### src/logic/rv_pkg.sv
////////////////////////////////////////
// rv32i width types, opcode and funct3
// constants, control and retire structs
////////////////////////////////////////
`default_nettype none

package rv_pkg;

	typedef logic [31:0] xlen_t; // one architectural word
	typedef logic [4:0] reg_addr_t; // x0 to x31
	typedef logic [2:0] funct3_t;
	typedef logic [2:0] alu_op_t; // same code as arith funct3
	typedef logic [6:0] opcode_t; // instr[6:0]

	// major opcodes
	localparam opcode_t OP_LUI    = 7'b0110111;
	localparam opcode_t OP_AUIPC  = 7'b0010111;
	localparam opcode_t OP_JAL    = 7'b1101111;
	localparam opcode_t OP_JALR   = 7'b1100111;
	localparam opcode_t OP_BRANCH = 7'b1100011;
	localparam opcode_t OP_LOAD   = 7'b0000011;
	localparam opcode_t OP_STORE  = 7'b0100011;
	localparam opcode_t OP_IMM    = 7'b0010011;
	localparam opcode_t OP_REG    = 7'b0110011;

	// alu ops, straight from funct3 of op/op-imm
	localparam alu_op_t ALU_ADD  = 3'b000; // sub with alu_sub
	localparam alu_op_t ALU_SLL  = 3'b001;
	localparam alu_op_t ALU_SLT  = 3'b010;
	localparam alu_op_t ALU_SLTU = 3'b011;
	localparam alu_op_t ALU_XOR  = 3'b100;
	localparam alu_op_t ALU_SR   = 3'b101; // srl, sra with alu_sub
	localparam alu_op_t ALU_OR   = 3'b110;
	localparam alu_op_t ALU_AND  = 3'b111;

	// load/store size
	localparam funct3_t F3_B  = 3'b000;
	localparam funct3_t F3_H  = 3'b001;
	localparam funct3_t F3_W  = 3'b010;
	localparam funct3_t F3_BU = 3'b100; // loads only
	localparam funct3_t F3_HU = 3'b101; // loads only

	// branch conditions
	localparam funct3_t F3_BEQ  = 3'b000;
	localparam funct3_t F3_BNE  = 3'b001;
	localparam funct3_t F3_BLT  = 3'b100;
	localparam funct3_t F3_BGE  = 3'b101;
	localparam funct3_t F3_BLTU = 3'b110;
	localparam funct3_t F3_BGEU = 3'b111;

	typedef struct packed {
		logic reg_write; // rd takes result
		logic alu_src_imm; // srcb from immediate
		logic mem_write;
		logic mem_to_reg; // load data to rd
		logic branch;
		logic jump; // jal
		logic jalr;
		logic lui;
		logic auipc;
		alu_op_t alu_op;
		logic alu_sub; // sub and sra
	} ctrl_t; // 13 bits

	// one register write per retired instruction
	typedef struct packed {
		logic valid;
		reg_addr_t rd;
		xlen_t data;
	} retire_t; // 38 bits

endpackage : rv_pkg

`default_nettype wire

### src/logic/rv_control.sv
////////////////////////////////////////
// main decoder, opcode/funct to ctrl_t
////////////////////////////////////////
`default_nettype none

module rv_control (
	input rv_pkg::xlen_t instr,
	output rv_pkg::ctrl_t ctrl
);

	rv_pkg::opcode_t opcode;
	rv_pkg::funct3_t funct3;
	logic f7_alt; // funct7 bit 5 picks sub/sra

	assign opcode = instr[6:0];
	assign funct3 = instr[14:12];
	assign f7_alt = instr[30];

	always_comb begin
		// all zero is a nop and leaves alu_op at add
		ctrl = '0;
		case (opcode)
			rv_pkg::OP_LUI: begin
				ctrl.reg_write = 1'b1;
				ctrl.lui = 1'b1;
			end
			rv_pkg::OP_AUIPC: begin
				ctrl.reg_write = 1'b1;
				ctrl.auipc = 1'b1;
			end
			rv_pkg::OP_JAL: begin
				ctrl.reg_write = 1'b1; // link
				ctrl.jump = 1'b1;
			end
			rv_pkg::OP_JALR: begin
				ctrl.reg_write = 1'b1;
				ctrl.jalr = 1'b1;
				ctrl.alu_src_imm = 1'b1; // target = rs1 + imm_i
			end
			rv_pkg::OP_BRANCH: begin
				ctrl.branch = 1'b1; // condition judged in datapath
			end
			rv_pkg::OP_LOAD: begin
				ctrl.reg_write = 1'b1;
				ctrl.alu_src_imm = 1'b1;
				ctrl.mem_to_reg = 1'b1;
			end
			rv_pkg::OP_STORE: begin
				ctrl.alu_src_imm = 1'b1; // s-type imm for address
				ctrl.mem_write = 1'b1;
			end
			rv_pkg::OP_IMM: begin
				ctrl.reg_write = 1'b1;
				ctrl.alu_src_imm = 1'b1;
				ctrl.alu_op = funct3;
				// no subi, only srai uses bit 30
				ctrl.alu_sub = f7_alt && (funct3 == rv_pkg::ALU_SR);
			end
			rv_pkg::OP_REG: begin
				ctrl.reg_write = 1'b1;
				ctrl.alu_op = funct3;
				ctrl.alu_sub = f7_alt &&
					(funct3 == rv_pkg::ALU_ADD || funct3 == rv_pkg::ALU_SR);
			end
			default: begin
				ctrl = '0; // fence, system and unknown
			end
		endcase
	end

endmodule : rv_control

`default_nettype wire

### config.mk
export PLATFORM = sky130hd
export DESIGN_NAME = rv_control
export DESIGN_NICKNAME = d
export VERILOG_FILES = /design/src/logic/rv_pkg.sv /design/src/logic/rv_control.sv
export SDC_FILE = /design/constraint.sdc
export NUM_CORES = 1
export LEC_CHECK = 0
export BUFFER_PORTS_ARGS = -buffer_cell sky130_fd_sc_hd__clkbuf_2
export CORE_AREA = 2 2 39 41
export DETAILED_ROUTE_END_ITERATION = 6
export DIE_AREA = 0 0 41 43
export MAX_ROUTING_LAYER = met4
export PLACE_DENSITY = 0.69
export RECOVER_POWER = 100
export SLEW_MARGIN = 20
export SYNTH_ARGS = -nofsm -noshare
export SYNTH_HDL_FRONTEND = slang
export SYNTH_SLANG_ARGS = --single-unit
### constraint.sdc
create_clock -name vclk -period 0.8
set_input_delay 0.12 -clock vclk [all_inputs]
set_output_delay 0.12 -clock vclk [all_outputs]
set_load 0.02 [all_outputs]
==> results.rst <==
.. list-table::
   :header-rows: 1

   * - Metric
     - Value
   * - Portion of the post-synthesis area used by sequential elements
     - 0
   * - Required time reported for the critical path endpoint
     - ~680 ps
   * - Cell types with the largest area share after synthesis
     - nor4b_4, nand3b_4, nor2_1
   * - Finish-stage setup viols
     - 13
   * - Overall routed net length
     - approximately 1000 um
   * - YS warnings
     - 0
   * - Kind of end point of the critical path
     - output pin
   * - NetSw
     - 0.0001060 W
   * - Post-detail-place hpwl
     - between 600 and 700 um
   * - Ratio of cells with drive above 1 in the final layout
     - 0.8615
   * - Worst setup path category
     - in -> out
   * - Number of nets with antenna violations after routing
     - 0
   * - Number of antenna violations at the first check in global routing
     - 0
   * - P&R area growth vs syn
     - 256.0%
   * - Worst path cell trace
     - buf_6 > nand3b_4 > nor4b_4 > and4bb_2 > buf_8
   * - Combined global-route utilization of all metal layers
     - 0.1064
   * - Start point of the worst min-delay path
     - instr[13]
   * - Total number of vias
     - between 300 and 400
   * - Period utilization
     - 1.436
   * - Internal portion of total power
     - roughly 0.00013 W
   * - FILL cells
     - 136
   * - Summed instance area of the synthesized netlist
     - 198.9 um^2
   * - Clock power share
     - 0
   * - Hold Vio Cnt, Final
     - 0
   * - Nature of the critical path startpoint
     - primary input
   * - Power density cells
     - ~330 mW/mm^2
   * - Sequential cell area
     - 0 um^2
   * - Fraction of power consumed by sequential logic
     - 0
   * - Hold Buf Count CTS
     - 0
   * - Remaining max-slew budget at the tightest pin
     - 0.8338
   * - Number of violations reported at the end of detailed-routing iteration 0
     - 3
   * - Routed via count divided by cell count
     - 4.617
   * - Number of standard cells in the layout, taps in and fillers out
     - 81
   * - Worst-Margin Slew
     - 248.3 ps
   * - Net Count, Synth
     - 61
   * - Area inside the core boundary
     - 0.001384 mm^2
   * - Die Span Y
     - 43 um
   * - Overall Power
     - 0.0002343 W
   * - Unrepaired setup endpoints after global routing
     - yes
   * - Arrival time of the worst setup path
     - 1030 ps
   * - Row count
     - 14
   * - Width of the die
     - 41 um
   * - Largest stage delay, worst path
     - 280 ps
   * - Clock buffer count in the final layout
     - 0
   * - Leak Pwr
     - 0.3183 nW
   * - Crit. Startpoint
     - instr[3]
   * - Critical path's top delay family
     - simple AND/OR/NAND/NOR gates
   * - Run status
     - finished, violations left
   * - Final max-slew violation count
     - 0
   * - Post-synth cell types
     - 19
   * - Seq_cells
     - 0
   * - Count of mapped cells out of synthesis
     - 29
   * - Cell type contributing the most total cell area after synthesis
     - nor4b_4
   * - Max cap viols
     - 0
   * - Achievable frequency
     - 0.8704 GHz
   * - Mapped Avg Cell Area
     - 6.860 um^2
   * - Diode insertion count for antenna repair
     - 0
   * - Congestion Overflow GR
     - 0
   * - Share of total power in combinational logic
     - 1.000
   * - Die Area
     - 0.001763 mm^2
   * - Port-buffer cells
     - 24
   * - Initial core utilization
     - 0.1438
   * - Worst path buffer plus inverter count
     - 2
   * - Cell count after placement
     - 80
   * - Share of the synthesized area in the top cell type
     - 0.1195
   * - Number of iterations in the first detailed-routing pass
     - 2
   * - Average wire per standard cell
     - 12.35 um
   * - Post-route DRC
     - 0
   * - NumNets Final
     - 99
   * - Hold/Removal Path Class
     - in -> out
   * - Failing checks
     - negative setup slack
   * - Largest net degree at the start of global routing
     - 8
   * - Switching portion of total power
     - 0.4526
   * - First-pass GRT wire length
     - 1352 um
   * - Number of global-route vias before repair
     - 348
   * - Final critical delay including setup and external delays
     - 1149 ps
   * - Peak supply drop
     - about 0.00020 V
   * - Critical path's slowest cell
     - and4bb_2
   * - Number of top-level pins
     - 45
   * - Max Fanout on Critical Path
     - 4
   * - Final worst hold slack
     - ~570 ps
   * - Setup Total Neg Slack
     - -2971 ps
   * - Final worst setup slack
     - -348.9 ps
   * - Global placement routability congestion
     - about 0.75
   * - Multi-input gate area in the final layout
     - between 200 and 300 um^2
## power groups by stage
stage / clock [W] / combinational (W) / sequential, W
final: 0 / 0.000234 / 0
after global routing: 0 / 0.000248 / 0
after CTS: 0 / 0.000207 / 0
after detailed placement: 0 / 0.000147 / 0
after global placement: 0 / 0.000144 / 0
after floorplan: 0 / 0.0000465 / 0
## placed cells by master (no fill, tap or decap)
master,n
o21ai_2,1
and4bb_2,1
a21oi_1,1
clkbuf_4,1
nor3_4,3
clkbuf_16,1
nor4b_4,1
nor4_4,1
nand2_1,1
buf_8,5
nor2_2,1
nor2_1,1
and2_2,2
and2_4,1
a21oi_2,1
buf_4,9
clkbuf_8,7
nor3b_1,1
nand3b_4,1
inv_2,1
buf_6,8
o21a_1,1
nand3b_1,1
clkbuf_2,5
nand2_4,1
and3_4,2
nand3_1,1
nor2_4,3
o31ai_1,1
nand4b_1,1
## synth_stat cells, drive strengths merged
| cell | n |
|---|---|
| and2 | 3 |
| o21ai | 1 |
| nand3 | 1 |
| o21a | 1 |
| inv | 1 |
| a21oi | 2 |
| nor3b | 1 |
| and3 | 2 |
| nand2 | 2 |
| o31ai | 1 |
| nor2 | 5 |
| nor4b | 1 |
| and4bb | 1 |
| nor3 | 3 |
| nand3b | 2 |
| nand4b | 1 |
| nor4 | 1 |
## area by class of cell
| type | instances | area share |
|---|---|---|
| Timing Repair Buffer | 36 | 0.5459 |
| Multi-Input combinational cell | 28 | 0.4205 |
| Inverter | 1 | 0.005300 |
| Tap cell | 16 | 0.02827 |
## final timing paths
| check | endpoint | slack, ps | cells past startpoint |
|---|---|---|---|
| setup / recovery | ctrl[0] | -350 | 5 |
| hold / removal | ctrl[2] | 570 | 3 |
## per-stage QoR
step                setup slack (ps)  cell area (um^2)  utilization
finish                        -348.9             708.2       0.5118
global route                  -393.7             708.2       0.5118
CTS                           -368.7             636.9       0.4602
detailed placement            -372.9             434.2       0.3137
global placement              -352.4             434.2       0.3137
floorplan                     -172.3             211.5            -
## kinds of logic after synthesis
logic type,count (synthesis),synth area share
AOI/OAI and AO/OA,5,0.1509
buffers and inverters,1,0.01885
and+or+nand+nor,23,0.8302
## repair_timing
| item | in CTS | in global routing |
|---|---|---|
| pin swaps | 5 | 7 |
| setup buffers | 0 | 2 |
| gates resized for setup | 44 | 23 |
| setup endpoints to repair | 13 | 13 |
## tightest hold or removal path, stage by stage
cell and delay [ps]:
clkbuf_2 90, and2_4 140, buf_6 110
## metal layers
| metal | vias up | routed length [um] | global-route usage |
|---|---|---|---|
| li1 | 184 | - | - |
| met1 | 170 | 344 | 0.1203 |
| met2 | 20 | 575 | 0.2031 |
| met3 | 0 | 80 | 0.005236 |
| met4 | 0 | 0 | 0 |
| met5 | - | 0 | - |
No activity file was read; power rests on OpenSTA's default activity.
