## config.mk

```make
export PLATFORM = sky130hd
export DESIGN_NAME = rv_datapath
export DESIGN_NICKNAME = d
export VERILOG_FILES = /design/src/logic/rv_pkg.sv /design/src/logic/rv_alu.sv /design/src/logic/rv_imm_decode.sv /design/src/logic/rv_regfile.sv /design/src/logic/rv_datapath.sv
export SDC_FILE = /design/constraint.sdc
export NUM_CORES = 2
export LEC_CHECK = 0
export BUFFER_PORTS_ARGS = -buffer_cell sky130_fd_sc_hd__buf_2
export CAP_MARGIN = 10
export CORE_AREA = 2 2 354 356
export CTS_CLUSTER_DIAMETER = 50
export CTS_CLUSTER_SIZE = 10
export DETAILED_ROUTE_END_ITERATION = 6
export DIE_AREA = 0 0 356 358
export PLACE_DENSITY = 0.71
export SLEW_MARGIN = 20
export SYNTH_ARGS = -nofsm -noshare
export SYNTH_HDL_FRONTEND = slang
export SYNTH_SLANG_ARGS = --single-unit
```

## constraint.sdc

```tcl
create_clock -name clk -period 10.4 [get_ports clk]
set_clock_uncertainty 0.2 [all_clocks]
set_input_delay 1.04 -clock clk [delete_from_list [all_inputs] [get_ports clk]]
set_output_delay 1.04 -clock clk [all_outputs]
set_load 0.01 [all_outputs]
```

## src/logic/rv_pkg.sv

```systemverilog
////////////////////////////////////////
// rv32i width types, opcode and funct3
// constants, control and retire structs
////////////////////////////////////////
`default_nettype none

package rv_pkg;

	typedef logic [31:0] xlen_t; // one architectural word
	typedef logic [4:0] reg_addr_t; // x0 to x31
	typedef logic [2:0] funct3_t;
	typedef logic [2:0] alu_op_t; // same code as arith funct3
	typedef logic [6:0] opcode_t; // instr[6:0]

	// major opcodes
	localparam opcode_t OP_LUI    = 7'b0110111;
	localparam opcode_t OP_AUIPC  = 7'b0010111;
	localparam opcode_t OP_JAL    = 7'b1101111;
	localparam opcode_t OP_JALR   = 7'b1100111;
	localparam opcode_t OP_BRANCH = 7'b1100011;
	localparam opcode_t OP_LOAD   = 7'b0000011;
	localparam opcode_t OP_STORE  = 7'b0100011;
	localparam opcode_t OP_IMM    = 7'b0010011;
	localparam opcode_t OP_REG    = 7'b0110011;

	// alu ops, straight from funct3 of op/op-imm
	localparam alu_op_t ALU_ADD  = 3'b000; // sub with alu_sub
	localparam alu_op_t ALU_SLL  = 3'b001;
	localparam alu_op_t ALU_SLT  = 3'b010;
	localparam alu_op_t ALU_SLTU = 3'b011;
	localparam alu_op_t ALU_XOR  = 3'b100;
	localparam alu_op_t ALU_SR   = 3'b101; // srl, sra with alu_sub
	localparam alu_op_t ALU_OR   = 3'b110;
	localparam alu_op_t ALU_AND  = 3'b111;

	// load/store size
	localparam funct3_t F3_B  = 3'b000;
	localparam funct3_t F3_H  = 3'b001;
	localparam funct3_t F3_W  = 3'b010;
	localparam funct3_t F3_BU = 3'b100; // loads only
	localparam funct3_t F3_HU = 3'b101; // loads only

	// branch conditions
	localparam funct3_t F3_BEQ  = 3'b000;
	localparam funct3_t F3_BNE  = 3'b001;
	localparam funct3_t F3_BLT  = 3'b100;
	localparam funct3_t F3_BGE  = 3'b101;
	localparam funct3_t F3_BLTU = 3'b110;
	localparam funct3_t F3_BGEU = 3'b111;

	typedef struct packed {
		logic reg_write; // rd takes result
		logic alu_src_imm; // srcb from immediate
		logic mem_write;
		logic mem_to_reg; // load data to rd
		logic branch;
		logic jump; // jal
		logic jalr;
		logic lui;
		logic auipc;
		alu_op_t alu_op;
		logic alu_sub; // sub and sra
	} ctrl_t; // 13 bits

	// one register write per retired instruction
	typedef struct packed {
		logic valid;
		reg_addr_t rd;
		xlen_t data;
	} retire_t; // 38 bits

endpackage : rv_pkg

`default_nettype wire

```

## src/logic/rv_alu.sv

```systemverilog
////////////////////////////////////////
// eight-op integer alu
////////////////////////////////////////
`default_nettype none

module rv_alu (
	input rv_pkg::xlen_t a,
	input rv_pkg::xlen_t b,
	input rv_pkg::alu_op_t op,
	input logic sub,
	output rv_pkg::xlen_t y
);

	logic [4:0] shamt;

	assign shamt = b[4:0]; // upper bits ignored

	always_comb begin
		case (op)
			rv_pkg::ALU_ADD: begin
				y = sub ? (a - b) : (a + b);
			end
			rv_pkg::ALU_SLL: y = a << shamt;
			rv_pkg::ALU_SLT: begin
				y = ($signed(a) < $signed(b)) ? 32'd1 : 32'd0;
			end
			rv_pkg::ALU_SLTU: y = (a < b) ? 32'd1 : 32'd0;
			rv_pkg::ALU_XOR: y = a ^ b;
			rv_pkg::ALU_SR: begin
				// arithmetic shift keeps the sign bit
				if (sub) begin
					y = $signed(a) >>> shamt;
				end else begin
					y = a >> shamt;
				end
			end
			rv_pkg::ALU_OR: y = a | b;
			rv_pkg::ALU_AND: y = a & b;
			default: y = '0;
		endcase
	end

endmodule : rv_alu

`default_nettype wire

```

## src/logic/rv_imm_decode.sv

```systemverilog
////////////////////////////////////////
// register fields and rv32i immediates
////////////////////////////////////////
`default_nettype none

module rv_imm_decode (
	input rv_pkg::xlen_t instr,
	output rv_pkg::reg_addr_t rs1,
	output rv_pkg::reg_addr_t rs2,
	output rv_pkg::reg_addr_t rd,
	output rv_pkg::funct3_t funct3,
	output rv_pkg::xlen_t imm_i,
	output rv_pkg::xlen_t imm_s,
	output rv_pkg::xlen_t imm_b,
	output rv_pkg::xlen_t imm_u,
	output rv_pkg::xlen_t imm_j
);

	assign rs1 = instr[19:15];
	assign rs2 = instr[24:20];
	assign rd = instr[11:7];
	assign funct3 = instr[14:12];

	// sign always from bit 31
	assign imm_i = {{20{instr[31]}}, instr[31:20]}; // op-imm, load, jalr
	assign imm_s = {{20{instr[31]}}, instr[31:25], instr[11:7]};
	assign imm_b = {{19{instr[31]}}, instr[31], instr[7], instr[30:25],
		instr[11:8], 1'b0}; // even offsets only
	assign imm_u = {instr[31:12], 12'b0}; // lui, auipc
	assign imm_j = {{11{instr[31]}}, instr[31], instr[19:12], instr[20],
		instr[30:21], 1'b0};

endmodule : rv_imm_decode

`default_nettype wire

```

## src/logic/rv_regfile.sv

```systemverilog
////////////////////////////////////////
// 2r1w register file, x0 reads zero
////////////////////////////////////////
`default_nettype none

module rv_regfile (
	input logic clk,
	input logic we,
	input rv_pkg::reg_addr_t rs1,
	input rv_pkg::reg_addr_t rs2,
	input rv_pkg::reg_addr_t rd,
	input rv_pkg::xlen_t wd,
	output rv_pkg::xlen_t rs1_data,
	output rv_pkg::xlen_t rs2_data
);

	rv_pkg::xlen_t regs [1:31]; // no storage behind x0

	// write lands at the edge that ends the instruction
	always_ff @(posedge clk) begin
		if (we && (rd != '0)) begin
			regs[rd] <= wd;
		end
	end

	// combinational reads
	assign rs1_data = (rs1 == '0) ? '0 : regs[rs1];
	assign rs2_data = (rs2 == '0) ? '0 : regs[rs2];

endmodule : rv_regfile

`default_nettype wire

```

## src/logic/rv_datapath.sv

```systemverilog
////////////////////////////////////////
// pc, operand/result muxes, branch
// compare and retire report
////////////////////////////////////////
`default_nettype none

module rv_datapath (
	input logic clk,
	input logic reset,
	input rv_pkg::xlen_t instr,
	input rv_pkg::ctrl_t ctrl,
	output rv_pkg::xlen_t pc,
	output rv_pkg::xlen_t mem_addr,
	output rv_pkg::xlen_t mem_wdata,
	output rv_pkg::funct3_t mem_funct3,
	input rv_pkg::xlen_t mem_rdata,
	output rv_pkg::retire_t retire
);

	rv_pkg::reg_addr_t rs1;
	rv_pkg::reg_addr_t rs2;
	rv_pkg::reg_addr_t rd;
	rv_pkg::funct3_t funct3;
	rv_pkg::xlen_t imm_i;
	rv_pkg::xlen_t imm_s;
	rv_pkg::xlen_t imm_b;
	rv_pkg::xlen_t imm_u;
	rv_pkg::xlen_t imm_j;
	rv_pkg::xlen_t rs1_data;
	rv_pkg::xlen_t rs2_data;
	rv_pkg::xlen_t srcb;
	rv_pkg::xlen_t alu_y;
	rv_pkg::xlen_t pc_plus4;
	rv_pkg::xlen_t pc_next;
	rv_pkg::xlen_t result; // rd write data
	logic reg_we;
	logic cond; // branch condition holds
	logic br_taken;

	rv_imm_decode imm_decode_i (
		.instr(instr),
		.rs1(rs1),
		.rs2(rs2),
		.rd(rd),
		.funct3(funct3),
		.imm_i(imm_i),
		.imm_s(imm_s),
		.imm_b(imm_b),
		.imm_u(imm_u),
		.imm_j(imm_j)
	);

	assign reg_we = ctrl.reg_write && reset; // quiet while in reset

	rv_regfile regfile_i (
		.clk(clk),
		.we(reg_we),
		.rs1(rs1),
		.rs2(rs2),
		.rd(rd),
		.wd(result),
		.rs1_data(rs1_data),
		.rs2_data(rs2_data)
	);

	// stores address with s-imm, everything else with i-imm
	always_comb begin
		if (!ctrl.alu_src_imm) begin
			srcb = rs2_data;
		end else if (ctrl.mem_write) begin
			srcb = imm_s;
		end else begin
			srcb = imm_i;
		end
	end

	rv_alu alu_i (
		.a(rs1_data),
		.b(srcb),
		.op(ctrl.alu_op),
		.sub(ctrl.alu_sub),
		.y(alu_y)
	);

	// branch compare on the raw register values
	always_comb begin
		case (funct3)
			rv_pkg::F3_BEQ: cond = (rs1_data == rs2_data);
			rv_pkg::F3_BNE: cond = (rs1_data != rs2_data);
			rv_pkg::F3_BLT: cond = ($signed(rs1_data) < $signed(rs2_data));
			rv_pkg::F3_BGE: cond = ($signed(rs1_data) >= $signed(rs2_data));
			rv_pkg::F3_BLTU: cond = (rs1_data < rs2_data);
			rv_pkg::F3_BGEU: cond = (rs1_data >= rs2_data);
			default: cond = 1'b0; // 010/011 reserved
		endcase
	end

	assign br_taken = ctrl.branch && cond;
	assign pc_plus4 = pc + 32'd4;

	always_comb begin
		if (ctrl.jalr) begin
			pc_next = {alu_y[31:1], 1'b0}; // target lsb dropped
		end else if (ctrl.jump) begin
			pc_next = pc + imm_j;
		end else if (br_taken) begin
			pc_next = pc + imm_b;
		end else begin
			pc_next = pc_plus4;
		end
	end

	always_ff @(posedge clk or negedge reset) begin
		if (!reset) begin
			pc <= '0; // first fetch at 0
		end else begin
			pc <= pc_next;
		end
	end

	always_comb begin
		if (ctrl.jump || ctrl.jalr) begin
			result = pc_plus4; // link address
		end else if (ctrl.auipc) begin
			result = pc + imm_u;
		end else if (ctrl.lui) begin
			result = imm_u;
		end else if (ctrl.mem_to_reg) begin
			result = mem_rdata; // already extended
		end else begin
			result = alu_y;
		end
	end

	assign mem_addr = alu_y;
	assign mem_wdata = rs2_data;
	assign mem_funct3 = funct3;

	// x0 writes still reported
	assign retire.valid = reg_we;
	assign retire.rd = rd;
	assign retire.data = result;

endmodule : rv_datapath

`default_nettype wire

```

==> run summary <==
Remaining global-route overflow - 0
Highest Clock Rate - 98.17 MHz
CTS sink cnt - 1023
Origin of the critical flop-to-flop path - regfile_i.regs[2][0]$_DFFE_PP_
M1 GR Usage - 50.20%
Largest net degree at the start of global routing - 107
Hpwl dp - 169.4 mm
Multi-input gate area - 0.02992 mm²
Slew headroom - 22.96%
Final setup violation count - 0
Syn Nets - 5178
Avg Synthesized Cell Area - 12.74 µm²
RSZ-0062 raised after global routing - no
Worst R2R End - regfile_i.regs[15][30]$_DFFE_PP_
Crit. End Element - output port
Setup bufs post-CTS - 0
Gpl congestion - 1.072
Pins Over Slew Limit - 0
Register area share after synthesis - 48.86%
Arrival time at the worst endpoint - 8950 ps
DRT Pass-1 Iters - 7
Cell Rows - 129
Synth unique cells - 97
Htree depth - 4
DR iter-0 viols - 8507
Reg area - 0.03056 mm²
TNS Setup - 0 ps
Max VDD drop - 0.1803 mV
Final period util - 97.94%
Failing checks - design-rule violations
Clk_lat worst skew - 780 ps
GRT Util Overall - 39.82%
Count of mapped cells out of synthesis - 4910
Dpl ws - 643.4 ps
Final hold vios - 0
Number of remaining DRC errors - 5
Hold_buf cts - 0
Yosys warns - 0
Layout cells sized above 1 - 23.69%
Pwr dens - 187.4 mW/mm²
Gr busiest metal - met2
Area grow syn2layout - 11.95%
Placed cell count - 6623
Clk pin slew, worst setup/hold paths - 50 ps
Vias in the first global route - 48.21k
Setup crit start kind - input pin
Leakage - 24.84 nW
Via density - 7.377
CTS max path bufs - 3
Maxcap violations - 0
Worst-margin pin slew - 1151 ps
# IOs - 216
Met2 usage - 58.31%
Initial antenna violation count - 12
Total vias in the final route - 50.13k
Core box area - 0.1233 mm²
CTS root buffer - clkbuf_16
CP Class - in2out
Final worst slack - 213.8 ps
Post-synth EDFFs - 992
CP required - 9160 ps
# fillers - 9804
Die Wd - 356 µm
Avg WL per Cell - 37.80 µm
M3 GR Usage - 12.90%
Critical-path maximum fanout - 18
Die Ht - 358 µm
Mapped Area - 0.06255 mm²
Final Net Count - 5386
Main synth FF type - edfxtp_1
FF-to-FF path depth - 22
Initial Utilization - 50.73%
PortBufs - 207
Min Clock Period, post-route - 10190 ps
Asr flop ratio synth - 3.030%
Final std cells w/o fill - 6795
Post-cts sizing count - 0
WL final - 256.8 mm
First-pass GRT wire length - 357.3 mm
Synthesized flop and latch total - 1023
Antenna Nets Post-Route - 0
Worst R2R Setup Slack - 2340 ps
DIE AREA - 0.1274 mm²
CTS tree - built
Worst Hold Class - in2async
Status - finished with violations
CTS Buf Count - 130
registers in the layout, summed over array words and instances, names as in the netlist:
| signal | count |
|---|---|
| pc | 31 |
| regfile_i.regs | 992 |
cells in the mapped netlist (all sizes together) (26+ instances only):
cell	n	area (µm²)
a211oi	123	923.4
a21o	58	435.4
a21oi	277	1386
a221oi	36	327.8
a22oi	49	386.6
a31oi	37	237.7
and2	28	175.2
and3	27	168.9
buf	160	1006
clkbuf	220	825.8
dfrtp	31	775.7
edfxtp	992	29790
ha	184	2302
inv	174	653.1
mux2	50	563.0
mux2i	201	2016
mux4	437	9842
nand2	292	1096
nand2b	26	162.7
nand3	82	410.4
nand4	31	193.9
nor2	314	1191
nor3	58	295.3
o211ai	48	360.4
o21a	52	390.4
o21ai	229	1150
o21bai	31	232.7
o22ai	136	850.8
o31ai	29	245.2
or2	26	162.7
or3	40	250.2
xnor2	79	691.9
xor2	42	367.9
where the power goes:
part | total, mW | leakage [nW] | internal, mW | switching, mW
Sequential | 5.04 | 9.32 | 4.92 | 0.114
Combinational | 4.00 | 13.7 | 1.31 | 2.69
Clock | 4.09 | 1.82 | 2.37 | 1.71
Total | 13.1 | 24.8 | 8.61 | 4.52
kinds of logic (layout without fill, tap and decap cells):
family	count (synthesis)	in the layout	synth area share, %
xor gates and xnor gates	121	121	1.694
muxes	688	688	19.86
adders and majority gates	189	189	3.840
and+or+nand+nor	1014	1014	7.603
DFF	1023	1023	48.86
other	1	4	0.005995
AOI/OAI and AO/OA	1314	1314	14.13
buffers and inverters	560	805	4.008
layout make-up:
cell class                 count  share of cell area, %
sequential                  1023                  43.64
antenna                        3                0.01072
tap                         1637                  2.925
clock buffer                 143                  4.790
multi-input combinational   3327                  42.72
timing repair buffer         456                  4.390
inverter                     180                 0.9648
clock inverter                26                 0.5592
worst max-delay path: stages:
cell       delay (ps)
buf_2             550
buf_4             260
nand3b_1          300
o22ai_1           130
nor4_1            720
nand2_1           290
inv_1             160
ha_1              170
inv_1              70
fa_1              440
or2_2             300
a221oi_1          670
a211oi_1          360
a211oi_1          590
nor3_1            190
o211a_1           340
a2111oi_2         550
o31ai_1           170
a221oi_1          350
xnor2_1           140
a2111oi_2         510
o21ai_2           310
buf_2             260
worst max path at each step:
stage | startpoint | endpoint | slack, ps | cells past startpoint
floorplan | instr[20] | retire[18] | 1050 | 24
global placement | instr[18] | retire[30] | 800 | 23
detailed placement | instr[18] | retire[30] | 640 | 23
CTS | instr[18] | retire[30] | 600 | 23
global route | instr[18] | retire[30] | 90 | 23
finish | instr[18] | retire[30] | 210 | 23
layout by cell type, fill, tap and decap left out, drive strengths merged, types with 26 or more instances in the layout:
cell type / netlist / routed
a211oi: 123 / 123
a21o: 58 / 58
a21oi: 277 / 277
a221oi: 36 / 36
a22oi: 49 / 49
a31oi: 37 / 37
and2: 28 / 28
and3: 27 / 27
buf: 160 / 456
clkbuf: 220 / 143
dfrtp: 31 / 31
edfxtp: 992 / 992
ha: 184 / 184
inv: 174 / 183
mux2: 50 / 50
mux2i: 201 / 201
mux4: 437 / 437
nand2: 292 / 292
nand2b: 26 / 26
nand3: 82 / 82
nand4: 31 / 31
nor2: 314 / 314
nor3: 58 / 58
o211ai: 48 / 48
o21a: 52 / 52
o21ai: 229 / 229
o21bai: 31 / 31
o22ai: 136 / 136
o31ai: 29 / 29
or2: 26 / 26
or3: 40 / 40
xnor2: 79 / 79
xor2: 42 / 42
metrics by stage:
| stage | hold slack (ps) | utilization, % | area, µm² | power [mW] |
|---|---|---|---|---|
| 6_report | 142.7 | 56.79 | 70030 | 13.12 |
| 3_3_place_gp | 599.9 | 53.75 | 66280 | 8.929 |
| 2_1_floorplan | 544.4 | - | 62560 | 7.417 |
| 5_1_grt | 156.0 | 56.79 | 70030 | 13.50 |
| 4_1_cts | 127.8 | 56.79 | 70030 | 13.00 |
| 3_5_place_dp | 636.1 | 53.75 | 66280 | 8.951 |
layer usage:
metal	share of wire [%]	wire, µm	up-vias
met5	0.028	71	-
met1	35	88900	24820
met4	8.4	21600	10
li1	-	-	19990
met2	43	110800	4317
met3	14	35490	1000
(Power assumes the default switching activity.)
